## config.mk

```make
export PLATFORM = sky130hd
export DESIGN_NAME = uart_cmd_bridge
export DESIGN_NICKNAME = d
export VERILOG_FILES = /design/src/rtl/uart_cmd_pkg.sv /design/src/rtl/uart_tx_byte_if.sv /design/src/rtl/uart_tx_serializer.sv /design/src/rtl/uart_rx_deserializer.sv /design/src/rtl/uart_cmd_sequencer.sv /design/src/rtl/uart_cmd_bridge.sv
export SDC_FILE = /design/constraint.sdc
export NUM_CORES = 1
export LEC_CHECK = 0
export ABC_AREA = 0
export BUFFER_PORTS_ARGS = -buffer_cell sky130_fd_sc_hd__buf_2
export CAP_MARGIN = 10
export CELL_PAD_IN_SITES_DETAIL_PLACEMENT = 1
export CELL_PAD_IN_SITES_GLOBAL_PLACEMENT = 2
export CORE_UTILIZATION = 45
export DETAILED_ROUTE_END_ITERATION = 10
export PLACE_DENSITY_LB_ADDON = 0.25
export SKIP_LAST_GASP = 1
export SYNTH_ARGS = -nofsm -noshare
export SYNTH_HDL_FRONTEND = slang
export SYNTH_HIERARCHICAL = 1
export SYNTH_SLANG_ARGS = --single-unit
```

## constraint.sdc

```tcl
create_clock -name clk -period 4.1 [get_ports clk]
set_input_delay 0.41 -clock clk [delete_from_list [all_inputs] [get_ports clk]]
set_output_delay 0.41 -clock clk [all_outputs]
set_load 0.01 [all_outputs]
```

## src/rtl/uart_cmd_pkg.sv

```systemverilog
package uart_cmd_pkg;

  localparam int BIT_CLKS       = 16;
  localparam int HALF_BIT_CLKS  = BIT_CLKS / 2;
  localparam int GAP_CLKS       = 100;        // Idle cycles between write frames.
  localparam int CMD_WIDTH      = 16;
  localparam int BYTE_WIDTH     = 8;
  localparam int WRITE_FLAG_BIT = 15;

  localparam int BIT_CNT_W = $clog2(BIT_CLKS);
  localparam int GAP_CNT_W = $clog2(GAP_CLKS);

  typedef enum logic [2:0] {
    SEQ_IDLE,
    SEQ_SEND_HIGH,
    SEQ_GAP,
    SEQ_SEND_LOW,
    SEQ_WAIT_READ
  } seq_state_t;

  typedef enum logic [2:0] {
    TX_IDLE,
    TX_START,
    TX_DATA,
    TX_PARITY,
    TX_STOP
  } tx_state_t;

  typedef enum logic [2:0] {
    RX_IDLE,
    RX_START,
    RX_DATA,
    RX_PARITY,
    RX_STOP
  } rx_state_t;

endpackage

```

## src/rtl/uart_tx_byte_if.sv

```systemverilog
`timescale 1ns/1ps

interface uart_tx_byte_if
  import uart_cmd_pkg::*;
();

  logic                  start; // One-cycle request, only while busy is low.
  logic [BYTE_WIDTH-1:0] data;
  logic                  busy;
  logic                  done;  // Last cycle of the stop bit.

  modport seq (
    output start,
    output data,
    input  busy,
    input  done
  );

  modport ser (
    input  start,
    input  data,
    output busy,
    output done
  );

endinterface

```

## src/rtl/uart_tx_serializer.sv

```systemverilog
`timescale 1ns/1ps

module uart_tx_serializer
  import uart_cmd_pkg::*;
(
  input  logic         clk,
  input  logic         rst_n,
  uart_tx_byte_if.ser  byte_if,
  output logic         tx
);

  tx_state_t             state;
  logic [BIT_CNT_W-1:0]  bit_cnt;
  logic [2:0]            bit_idx;
  logic [BYTE_WIDTH-1:0] data_q;
  logic                  parity;
  logic                  bit_end;

  assign bit_end = (bit_cnt == BIT_CNT_W'(BIT_CLKS - 1));
  assign parity  = ~^data_q; // Odd parity over data plus parity bit.

  // Byte is captured on the start cycle.
  always_ff @(posedge clk)
  begin
    if (state == TX_IDLE && byte_if.start)
      data_q <= byte_if.data;
  end

  always_ff @(posedge clk or negedge rst_n)
  begin
    if (!rst_n)
    begin
      state   <= TX_IDLE;
      bit_cnt <= '0;
      bit_idx <= '0;
    end
    else if (state == TX_IDLE)
    begin
      bit_cnt <= '0;
      bit_idx <= '0;
      if (byte_if.start)
        state <= TX_START;
    end
    else if (!bit_end)
    begin
      bit_cnt <= bit_cnt + 1'b1;
    end
    else
    begin
      bit_cnt <= '0;
      case (state)
        TX_START:  state <= TX_DATA;
        TX_DATA:
        begin
          bit_idx <= bit_idx + 1'b1;
          if (bit_idx == 3'd7)
            state <= TX_PARITY;
        end
        TX_PARITY: state <= TX_STOP;
        default:   state <= TX_IDLE; // End of stop bit.
      endcase
    end
  end

  always_comb
  begin
    case (state)
      TX_START:  tx = 1'b0;
      TX_DATA:   tx = data_q[bit_idx]; // LSB first.
      TX_PARITY: tx = parity;
      default:   tx = 1'b1;
    endcase
  end

  assign byte_if.busy = (state != TX_IDLE);
  assign byte_if.done = (state == TX_STOP) && bit_end;

endmodule

```

## src/rtl/uart_rx_deserializer.sv

```systemverilog
`timescale 1ns/1ps

module uart_rx_deserializer
  import uart_cmd_pkg::*;
(
  input  logic                  clk,
  input  logic                  rst_n,
  input  logic                  rx,
  input  logic                  rx_arm,
  output logic                  rx_valid,
  output logic [BYTE_WIDTH-1:0] rx_data,
  output logic                  rx_err
);

  rx_state_t            state;
  logic                 rx_s1;
  logic                 rx_s2;
  logic                 rx_d;
  logic                 fall;
  logic [BIT_CNT_W-1:0] bit_cnt;
  logic [2:0]           bit_idx;
  logic                 par_q;
  logic                 half_pt;
  logic                 mid_pt;

  // Two-flop synchronizer plus one stage for edge detection.
  always_ff @(posedge clk or negedge rst_n)
  begin
    if (!rst_n)
    begin
      rx_s1 <= 1'b1;
      rx_s2 <= 1'b1;
      rx_d  <= 1'b1;
    end
    else
    begin
      rx_s1 <= rx;
      rx_s2 <= rx_s1;
      rx_d  <= rx_s2;
    end
  end

  assign fall    = rx_d & ~rx_s2;
  assign half_pt = (bit_cnt == BIT_CNT_W'(HALF_BIT_CLKS - 1));
  assign mid_pt  = (bit_cnt == BIT_CNT_W'(BIT_CLKS - 1)); // One bit after the last sample.

  always_ff @(posedge clk or negedge rst_n)
  begin
    if (!rst_n)
    begin
      state    <= RX_IDLE;
      bit_cnt  <= '0;
      bit_idx  <= '0;
      rx_valid <= 1'b0;
    end
    else
    begin
      rx_valid <= 1'b0;
      bit_cnt  <= bit_cnt + 1'b1;
      case (state)
        RX_IDLE:
        begin
          bit_cnt <= '0;
          bit_idx <= '0;
          if (rx_arm && fall)
            state <= RX_START;
        end
        RX_START:
          if (half_pt)
          begin
            bit_cnt <= '0;
            state   <= rx_s2 ? RX_IDLE : RX_DATA; // Glitch, not a start bit.
          end
        RX_DATA:
          if (mid_pt)
          begin
            bit_idx <= bit_idx + 1'b1;
            if (bit_idx == 3'd7)
              state <= RX_PARITY;
          end
        RX_PARITY:
          if (mid_pt)
            state <= RX_STOP;
        default:
          if (mid_pt)
          begin
            rx_valid <= 1'b1;
            state    <= RX_IDLE;
          end
      endcase
    end
  end

  always_ff @(posedge clk)
  begin
    if (state == RX_DATA && mid_pt)
      rx_data <= {rx_s2, rx_data[BYTE_WIDTH-1:1]}; // LSB arrives first.
    if (state == RX_PARITY && mid_pt)
      par_q <= rx_s2;
    if (state == RX_STOP && mid_pt)
      rx_err <= ~(^{rx_data, par_q}) | ~rx_s2;
  end

endmodule

```

## src/rtl/uart_cmd_sequencer.sv

```systemverilog
`timescale 1ns/1ps

module uart_cmd_sequencer
  import uart_cmd_pkg::*;
(
  input  logic                  clk,
  input  logic                  rst_n,
  input  logic [CMD_WIDTH-1:0]  cmd_in,
  input  logic                  cmd_vld,
  output logic                  cmd_rdy,
  uart_tx_byte_if.seq           byte_if,
  output logic                  rx_arm,
  input  logic                  rx_valid,
  input  logic [BYTE_WIDTH-1:0] rx_data,
  input  logic                  rx_err,
  output logic [BYTE_WIDTH-1:0] read_data,
  output logic                  read_rdy,
  output logic                  read_err
);

  seq_state_t           state;
  logic [CMD_WIDTH-1:0] cmd_buf;
  logic [GAP_CNT_W-1:0] gap_cnt;
  logic                 start_q;
  logic                 accept;

  assign cmd_rdy = (state == SEQ_IDLE);
  assign accept  = cmd_vld & cmd_rdy;
  assign rx_arm  = (state == SEQ_WAIT_READ);

  always_ff @(posedge clk)
  begin
    if (accept)
      cmd_buf <= cmd_in;
  end

  always_ff @(posedge clk or negedge rst_n)
  begin
    if (!rst_n)
    begin
      state    <= SEQ_IDLE;
      gap_cnt  <= '0;
      start_q  <= 1'b0;
      read_rdy <= 1'b0;
      read_err <= 1'b0;
    end
    else
    begin
      start_q  <= 1'b0;
      read_rdy <= 1'b0;
      case (state)
        SEQ_IDLE:
          if (accept)
          begin
            start_q <= 1'b1; // Serializer is idle here.
            state   <= SEQ_SEND_HIGH;
          end
        SEQ_SEND_HIGH:
          if (byte_if.done)
          begin
            gap_cnt <= '0;
            state   <= cmd_buf[WRITE_FLAG_BIT] ? SEQ_GAP : SEQ_WAIT_READ;
          end
        SEQ_GAP:
        begin
          gap_cnt <= gap_cnt + 1'b1;
          if (gap_cnt == GAP_CNT_W'(GAP_CLKS - 1))
          begin
            start_q <= 1'b1;
            state   <= SEQ_SEND_LOW;
          end
        end
        SEQ_SEND_LOW:
          if (byte_if.done)
            state <= SEQ_IDLE;
        default:
        begin
          // Hold one more cycle so cmd_rdy rises after the strobe.
          if (read_rdy)
            state <= SEQ_IDLE;
          else if (rx_valid)
          begin
            read_rdy <= 1'b1;
            read_err <= rx_err;
          end
        end
      endcase
    end
  end

  always_ff @(posedge clk)
  begin
    if (state == SEQ_WAIT_READ && rx_valid)
      read_data <= rx_data;
  end

  assign byte_if.start = start_q;
  assign byte_if.data  = (state == SEQ_SEND_LOW) ? cmd_buf[BYTE_WIDTH-1:0]
                                                 : cmd_buf[CMD_WIDTH-1 -: BYTE_WIDTH];

endmodule

```

## src/rtl/uart_cmd_bridge.sv

```systemverilog
`timescale 1ns/1ps

module uart_cmd_bridge
  import uart_cmd_pkg::*;
(
  input  logic                  clk,
  input  logic                  rst_n,
  input  logic [CMD_WIDTH-1:0]  cmd_in,
  input  logic                  cmd_vld,
  input  logic                  rx,
  output logic                  cmd_rdy,
  output logic                  tx,
  output logic [BYTE_WIDTH-1:0] read_data,
  output logic                  read_rdy,
  output logic                  read_err
);

  logic                  rx_arm;
  logic                  rx_valid;
  logic [BYTE_WIDTH-1:0] rx_data;
  logic                  rx_err;

  uart_tx_byte_if u_tx_byte_if ();

  uart_rx_deserializer u_rx_deserializer (
    .clk      (clk),
    .rst_n    (rst_n),
    .rx       (rx),
    .rx_arm   (rx_arm),
    .rx_valid (rx_valid),
    .rx_data  (rx_data),
    .rx_err   (rx_err)
  );

  uart_cmd_sequencer u_cmd_sequencer (
    .clk       (clk),
    .rst_n     (rst_n),
    .cmd_in    (cmd_in),
    .cmd_vld   (cmd_vld),
    .cmd_rdy   (cmd_rdy),
    .byte_if   (u_tx_byte_if.seq),
    .rx_arm    (rx_arm),
    .rx_valid  (rx_valid),
    .rx_data   (rx_data),
    .rx_err    (rx_err),
    .read_data (read_data),
    .read_rdy  (read_rdy),
    .read_err  (read_err)
  );

  uart_tx_serializer u_tx_serializer (
    .clk     (clk),
    .rst_n   (rst_n),
    .byte_if (u_tx_byte_if.ser),
    .tx      (tx)
  );

endmodule

```

# == Yosys cells after proc, flatten, opt, wreduce, memory -nomap -nowiden ==
# Cells that the tools add are included.
# totals
reg_bits,79
input_bits,20
word_cells,133
# op_classes
addsub,5
n_lt_le_gt_ge,1
eq_ne,29
n_mux,43
bitwise_logic,7
reduce_logical,27
# op_table
cell,count
$mux 3,20
$pmux 3 s4,2
$eq 3x2->1 const B,6
$ne 2x1->1 const B,8
$eq 3x3->1 const B,5
$pmux 7 s2,1
$mux 4,3
$eq 3x1->1 const B,3
$logic_not 3->1,3
$pmux 3 s3,1
$reduce_xor 9->1,1
$add 4x1->4 const B,2
$eq 4x4->1 const B,2
$mux 1,8
$mux 8,1
$pmux 4 s2,1
$reduce_bool 2->1,4
$reduce_or 4->1,2
$reduce_xnor 8->1,1
$add 7x1->7 const B,1
$eq 7x7->1 const B,1
$logic_and 1x1->1,7
$mux 7,1
$add 3x1->3 const B,2
18 further kinds,26

# == Depth between registers and ports, before layout ==
# Gate-level depths: netlist of run 1.
# logic_depth
ltp_word,5
depth_mapped,7
ltp_nobuf,6

# == By module ==
# Netlist of run 1, hierarchy kept.
# modules_own_cells
module,n_inst,cells_per_inst,area_each_um2
uart_cmd_sequencer,1,95,1514.0
uart_rx_deserializer,1,77,1072.3
uart_tx_serializer,1,75,928.4

# == Worst setup path after synthesis of run 1 ==
# OpenSTA, ideal clock, no wires.
# synth_path
kind,reg-to-reg
start,reg u_cmd_sequencer.state[0]
end,"reg u_cmd_sequencer.cmd_buf[0], enable pin"
arrival_ps,2381
required_ps,3660
slack_ps,1279
stages_incl_launch_ff,3
n_path_buf,1
period_less_slack_ps,2821
path_cell_list,dfrtp_1 buf_2 nor4b_1
# synth_between
elab_chain_cells,2
# synth_rtl
element,line,text
from (decl),uart_cmd_sequencer.sv:21,seq_state_t state;
from (signal assigned),uart_cmd_sequencer.sv:62,state <= cmd_buf[WRITE_FLAG_BIT] ? SEQ_GAP : SEQ_WAIT_READ;
$logic_not 3->1,uart_cmd_sequencer.sv:27,assign cmd_rdy = (state == SEQ_IDLE);
$and 1x1->1,uart_cmd_sequencer.sv:28,assign accept = cmd_vld & cmd_rdy;
net u_cmd_sequencer.accept,uart_cmd_sequencer.sv:25,logic accept;
to (signal assigned),uart_cmd_sequencer.sv:34,cmd_buf <= cmd_in;
to (decl),uart_cmd_sequencer.sv:22,logic [CMD_WIDTH-1:0] cmd_buf;
# The timed path passes the listed nets, and every way through them passes these cells.
# A chain may end at the register's enable or synchronous reset.

# == Final worst setup path of run 1 ==
# layout_path
start,reg u_tx_serializer.bit_idx[1]
end,out tx
# layout_between
elab_chain_cells,3
# layout_rtl
element,line,text
from (decl),uart_tx_serializer.sv:14,logic [2:0] bit_idx;
from (signal assigned),uart_tx_serializer.sv:55,bit_idx <= bit_idx + 1'b1;
$bmux 1 s3,uart_tx_serializer.sv:69,TX_DATA: tx = data_q[bit_idx];
$mux 1 (implied by the code),uart_tx_serializer.sv:69,
$pmux 1 s3,uart_tx_serializer.sv:67,case (state)
to (decl),uart_cmd_bridge.sv:12,"output logic tx,"
# Every way passes these cells. The select of a mux whose other input is x is not followed.

==> flow_summary.json, run 1 <==
{
  "dpl.hpwl_mm": 4.51,
  "criticalPathCategory": "register to primary output",
  "vias_per_cell": 5.46,
  "ioPinCount": 32,
  "crit_buf_inv": 1,
  "crit_arrival_ns": 1.82,
  "required_ns": 3.69,
  "grt.total_usage": 0.185,
  "routabilityCongestion": 0.694,
  "final_nets": 302,
  "syn-cell-area_um2": 3510,
  "wire_per_inst_um": 17.1,
  "netlist_instances": 246,
  "maxSlewHeadroom": 0.431,
  "slew_violations": 0,
  "drc": 0,
  "placed_cell_area_um2": 3710,
  "antenna_cells": 0,
  "grt_pass1_vias": 2269,
  "cts_tree": "done",
  "fin_util": 0.531,
  "firstDrtPassIters": 4,
  "hold-worst-slack_ns": 0.145,
  "rsz0062_at_grt": "false",
  "cts.repair.resized": 0,
  "cp_max_fo": 6,
  "grt-ovfl-total": 0,
  "cp_top_family": "multiplexers",
  "syn_area_per_cell_um2": 14.3,
  "dr_total_vias": 2071,
  "die_area_um2": 8160,
  "io_buffers": 31,
  "critPathSlowestCell": "mux4_2",
  "die_y_um": 90.3,
  "clkLatencyLatePin_ns": 0.35,
  "area_delta_synth_final_pct": 12.0,
  "wl_mm": 6.48,
  "hold_viol": 0,
  "start_kind": "register",
  "final_area_um2": 3930,
  "grt_max_degree": 38,
  "n_fill_cell": 741,
  "setup_viol": 0,
  "ant_nets": 0,
  "drtIter0Drc": 79,
  "slowest_delay_ns": 0.55,
  "powerDensity_nw_per_um2": 380,
  "ys_warn_count": 6,
  "numCtsBuffers": 9,
  "period_needed_ns": 2.23,
  "row_count": 31,
  "leakagePower_nw": 1.57,
  "clock_sinks": 79,
  "design.core.area_um2": 7410,
  "cts_hold_buf": 0,
  "finalCritPeriodShare": 0.545,
  "layout-drive-gt1-share": 0.268,
  "root_buffer": "clkbuf_8",
  "dp_slack_ns": 2.07,
  "clkTransAtPathRegs_ns": 0.08,
  "syn_nets": 273,
  "endpoint_kind": "primary output",
  "maxCapViolCount": 0,
  "final.setup.worst_slack_ns": 1.87,
  "hold_class": "input pin to asynchronous set/reset pin",
  "setup_tns_ns": 0,
  "status": "finished clean",
  "initial_core_util": 0.474,
  "vdd_drop_max_uv": 291,
  "cts_max_path_buffers": 2,
  "grt_pass1_wl_mm": 11.6,
  "worst_slew_pin_slew_ns": 0.854,
  "max_freq_mhz": 448,
  "skew_ns": 0.00505,
  "post_cts_buffers": 0,
  "crit_chain": "mux4_2, o211ai_2, o221ai_2, buf_2",
  "die_x_um": 90.3,
  "htreeDepth": 3,
  "antenna_found_initial": 0
}
[sequential cells by signal, summed over array words and instances, names as in the netlist]
register / count
u_cmd_sequencer/cmd_buf: 16
u_cmd_sequencer/read_data: 8
u_rx_deserializer/rx_data: 8
u_tx_serializer/data_q: 8
u_cmd_sequencer/gap_cnt: 7
u_rx_deserializer/bit_cnt: 4
u_tx_serializer/bit_cnt: 4
u_cmd_sequencer/state: 3
u_rx_deserializer/bit_idx: 3
u_rx_deserializer/state: 3
u_tx_serializer/bit_idx: 3
u_tx_serializer/state: 3
u_cmd_sequencer/byte_if.start: 1
u_cmd_sequencer/read_err: 1
u_cmd_sequencer/read_rdy: 1
u_rx_deserializer/par_q: 1
u_rx_deserializer/rx_d: 1
u_rx_deserializer/rx_err: 1
u_rx_deserializer/rx_s1: 1
u_rx_deserializer/rx_s2: 1
u_rx_deserializer/rx_valid: 1
[per-layer routing]
layer  wire (um)  vias up  track usage  share of wire
met3         174        9       0.0556          0.027
met2        3180       19        0.296           0.49
met1        3030     1063        0.243           0.47
li1            -      980            -              -
met5           0        -            0              0
met4          93        0       0.0565          0.014
[worst register-to-register path, delay by kind of cell, from the launching register on]
family,cells,cell delay (ns)
AND/OR/NAND/NOR,4,1.19
flip-flops,1,0.39
adder cells (fa/ha/maj),1,0.23
AO/OA/AOI/OAI,1,0.12
[cell type report]
cell class,count,area [um2],share of cell area
clock buffer,9,124,0.0315
clock inverter,7,96.3,0.0245
inverter,5,18.8,0.00477
multi-input combinational,148,1210,0.309
sequential,79,2190,0.557
tap,99,124,0.0315
timing repair buffer,32,163,0.0414
[final timing paths]
check / endpoint / cells after the start / slack, ns / from
worst min register to register: u_rx_deserializer/rx_s2$_DFF_PN1_ / 0 / 0.36 / u_rx_deserializer/rx_s1$_DFF_PN1_
worst max register to register: u_cmd_sequencer/gap_cnt[4]$_DFFE_PN0P_ / 6 / 2.05 / u_tx_serializer/bit_cnt[0]$_DFF_PN0_
worst min-delay path: u_tx_serializer/bit_idx[0]$_DFFE_PN0P_ / 1 / 0.15 / rst_n
worst max-delay path: tx / 4 / 1.87 / u_tx_serializer/bit_idx[1]$_DFFE_PN0P_
min in group clk: u_rx_deserializer/rx_s1$_DFF_PN1_ / 1 / 0.15 / rx
max in group asynchronous: u_tx_serializer/state[2]$_DFFE_PN0P_ / 1 / 3.40 / rst_n
[cell usage in the layout, fill, tap and decap left out, types with 3 or more instances in the layout]
master and count:
buf_2 31, dfstp_2 3, nor3_1 7, and2_1 3
and3_1 3, mux2_2 10, o21ai_0 5, o2bb2ai_1 4
a21oi_1 4, clkbuf_8 9, nand4_1 3, edfxtp_1 42
nor2b_1 3, mux2i_1 4, nor2_1 7, dfrtp_1 34
a22o_1 7, inv_1 5, nand3_1 9, ha_1 7
xnor2_1 11, a31oi_1 4, mux2_1 3, xor2_1 5
nand2_1 9, nor3b_1 5
[through the flow]
step | power (W) | std cells
after floorplan | 0.000854 | 246
after global placement | 0.000870 | 363
after detailed placement | 0.000871 | 363
after CTS | 0.00152 | 379
after global routing | 0.00155 | 379
final | 0.00149 | 379
[report_power, final]
group / switching (W) / internal [W] / leakage (nW) / total [W]
logic: 0.0000102 / 0.00000714 / 0.588 / 0.0000173
clock network: 0.000295 / 0.000345 / 0.114 / 0.000640
registers: 0.00000124 / 0.000835 / 0.869 / 0.000836
Note: power is estimated with default switching activity, not from simulation.
==> inputs of run 2 (changes only) <==
CORE_UTILIZATION = 38   (was 45)
clock period = 2 ns   (was 4.1 ns; I/O delays follow)
==> run 2 against run 1 <==
  * The flow now finishes with violations (DRC)
  * Clock skew rose by 0.0050 ns
  * Sequential power rose by 100%
  * Sequential cell count did not move
  * Sequential share of layout area fell by 1.5 points
  * Global-route usage fell by 3.2 points
  * Critical path type unchanged
  * Critical endpoint unchanged
  * Largest cell class unchanged
  * Highest routed layer unchanged
==> flow_summary.json, run 2 (synthesis results as in run 1) <==
{
  "design.core.area_um2": 8850,
  "dr_total_vias": 2061,
  "status": "finished with violations",
  "crit_arrival_ns": 1.70,
  "final_nets": 317,
  "rsz0062_at_grt": "false",
  "grt_max_degree": 38,
  "power.switching_fraction": 0.236,
  "io_buffers": 31,
  "max_freq_mhz": 526,
  "cp_max_fo": 2,
  "setup_viol": 0,
  "ioPinCount": 32,
  "dpl.hpwl_mm": 4.56,
  "setup_tns_ns": 0,
  "die_area_um2": 9630,
  "ant_nets": 0,
  "vdd_drop_max_uv": 338,
  "die_x_um": 98.1,
  "dp_slack_ns": 0.291,
  "hp-start": "cmd_in[11]",
  "powerDensity_nw_per_um2": 713,
  "initial_core_util": 0.397,
  "p_sw_w": 0.000680,
  "root_buffer": "clkbuf_8",
  "required_ns": 1.80,
  "finalCritPeriodShare": 0.951,
  "final.setup.worst_slack_ns": 0.0974,
  "start_kind": "register",
  "htreeDepth": 3,
  "clkTransAtPathRegs_ns": 0.09,
  "die_y_um": 98.1,
  "mostFrequentLayoutCells": "edfxtp_1, dfrtp_1, buf_2",
  "final_common_cell": "edfxtp_1",
  "violations": "DRC",
  "row_count": 34,
  "r2r_end": "u_cmd_sequencer/gap_cnt[5]$_DFFE_PN0P_",
  "numCtsBuffers": 9,
  "clkLatencyLatePin_ns": 0.35,
  "min_delay_worst_endpoint": "u_cmd_sequencer/cmd_buf[11]$_DFFE_PP_",
  "p_int_w": 0.00220,
  "hold_viol": 0,
  "routabilityCongestion": 0.717,
  "drc": 2,
  "period_needed_ns": 1.90,
  "post_cts_buffers": 0,
  "cts_tree": "done",
  "r2r_slack_ns": 0.25,
  "maxSlewHeadroom": 0.649,
  "clock_sinks": 79,
  "antenna_found_initial": 0,
  "grt.total_usage": 0.153,
  "skew_ns": 0.0101,
  "vias_per_cell": 5.11,
  "r2r_cells": 7,
  "largest-register": "u_cmd_sequencer/cmd_buf",
  "hold_class": "input pin to register",
  "r2r-start": "u_tx_serializer/bit_cnt[0]$_DFF_PN0_",
  "layout-drive-gt1-share": 0.288,
  "pwr-share-clk": 0.389,
  "n_fill_cell": 915,
  "slew_violations": 0,
  "endpoint_kind": "primary output",
  "drtIter0Drc": 95,
  "placedCellCount": 382,
  "fin_util": 0.456,
  "antenna_cells": 0,
  "whs_path_depth": 1,
  "grt-ovfl-total": 0,
  "largest_register_ff_count": 16,
  "p_comb_frac": 0.015,
  "fin_cells": 403,
  "firstDrtPassIters": 6,
  "grt_pass1_vias": 2166,
  "wire_per_inst_um": 16.6,
  "area_delta_synth_final_pct": 15.0,
  "power_frac_seq": 0.596,
  "leakagePower_nw": 1.61,
  "maxCapViolCount": 0,
  "cts_max_path_buffers": 2,
  "grt_pass1_wl_mm": 11.3,
  "total_power_w": 0.00288,
  "wl_mm": 6.67,
  "criticalPathCategory": "register to primary output",
  "worst_slew_pin_slew_ns": 0.523
}
[run 2: cell types whose count changed in the layout (fill, tap and decap cells not counted)]
cell / change
clkinvlp_4: +4
bufinv_16: -2
clkinv_4: -2
nor4b_2: -1
dlygate4sd3_1: +5
inv_6: +2
nor4b_4: +1
buf_4: +10
clkinv_2: -2
[run 2: how the worst max path moves through the flow]
stage	from	to	slack, ns	cells past startpoint
final	u_tx_serializer/bit_idx[1]$_DFFE_PN0P_	tx	0.1	4
after global routing	u_tx_serializer/bit_idx[1]$_DFFE_PN0P_	tx	0.02	4
after CTS	u_tx_serializer/bit_idx[1]$_DFFE_PN0P_	tx	0.07	4
after detailed placement	u_tx_serializer/bit_cnt[0]$_DFF_PN0_	u_cmd_sequencer/gap_cnt[5]$_DFFE_PN0P_	0.29	7
after global placement	u_tx_serializer/bit_cnt[0]$_DFF_PN0_	u_cmd_sequencer/gap_cnt[5]$_DFFE_PN0P_	0.34	7
after floorplan	u_cmd_sequencer/state[0]$_DFFE_PN0P_	u_cmd_sequencer/cmd_buf[0]$_DFFE_PP_	0.009	2
[run 2: metal layers]
metal | vias up | track usage | part of all wire
li1 | 1009 | - | -
met1 | 1026 | 0.211 | 0.50
met2 | 17 | 0.230 | 0.46
met3 | 9 | 0.0394 | 0.024
met4 | 0 | 0.0618 | 0.016
met5 | - | 0 | 0
[run 2: power by group through the flow]
stage	Sequential [W]	Clock (W)	Combinational, W
finish	0.00171	0.00112	0.0000442
CTS	0.00171	0.00116	0.0000468
detailed placement	0.00175	0	0.0000394
floorplan	0.00175	0	0.00000233
global route	0.00171	0.00120	0.0000511
global placement	0.00175	0	0.0000377
[run 2: final cells by class]
class	count	area, um2	area share
Sequential cell	79	2190	0.543
Multi-Input combinational cell	148	1220	0.303
Timing Repair Buffer	47	288	0.0713
Tap cell	108	135	0.0335
Clock buffer	9	124	0.0307
Clock inverter	7	56.3	0.0139
Inverter	5	18.8	0.00465
[run 2: worst max-delay path: stages, from the launching register on]
cell and delay (ns):
dfrtp_1 0.39, mux4_2 0.52, o211ai_2 0.16, o221ai_2 0.12
buf_2 0.15
[run 2: what timing repair did]
action                    4_1_cts  5_1_grt
resized for setup               0        0
hold endpoints to repair       38        0
hold buffers                    5        0
[run 2: through the flow]
stage	cell area, um2	hold WS [ns]
finish	4040	0.0215
global route	4040	0.00123
CTS	4040	0.00143
detailed placement	3810	0.283
global placement	3810	0.279
floorplan	3520	-0.0956
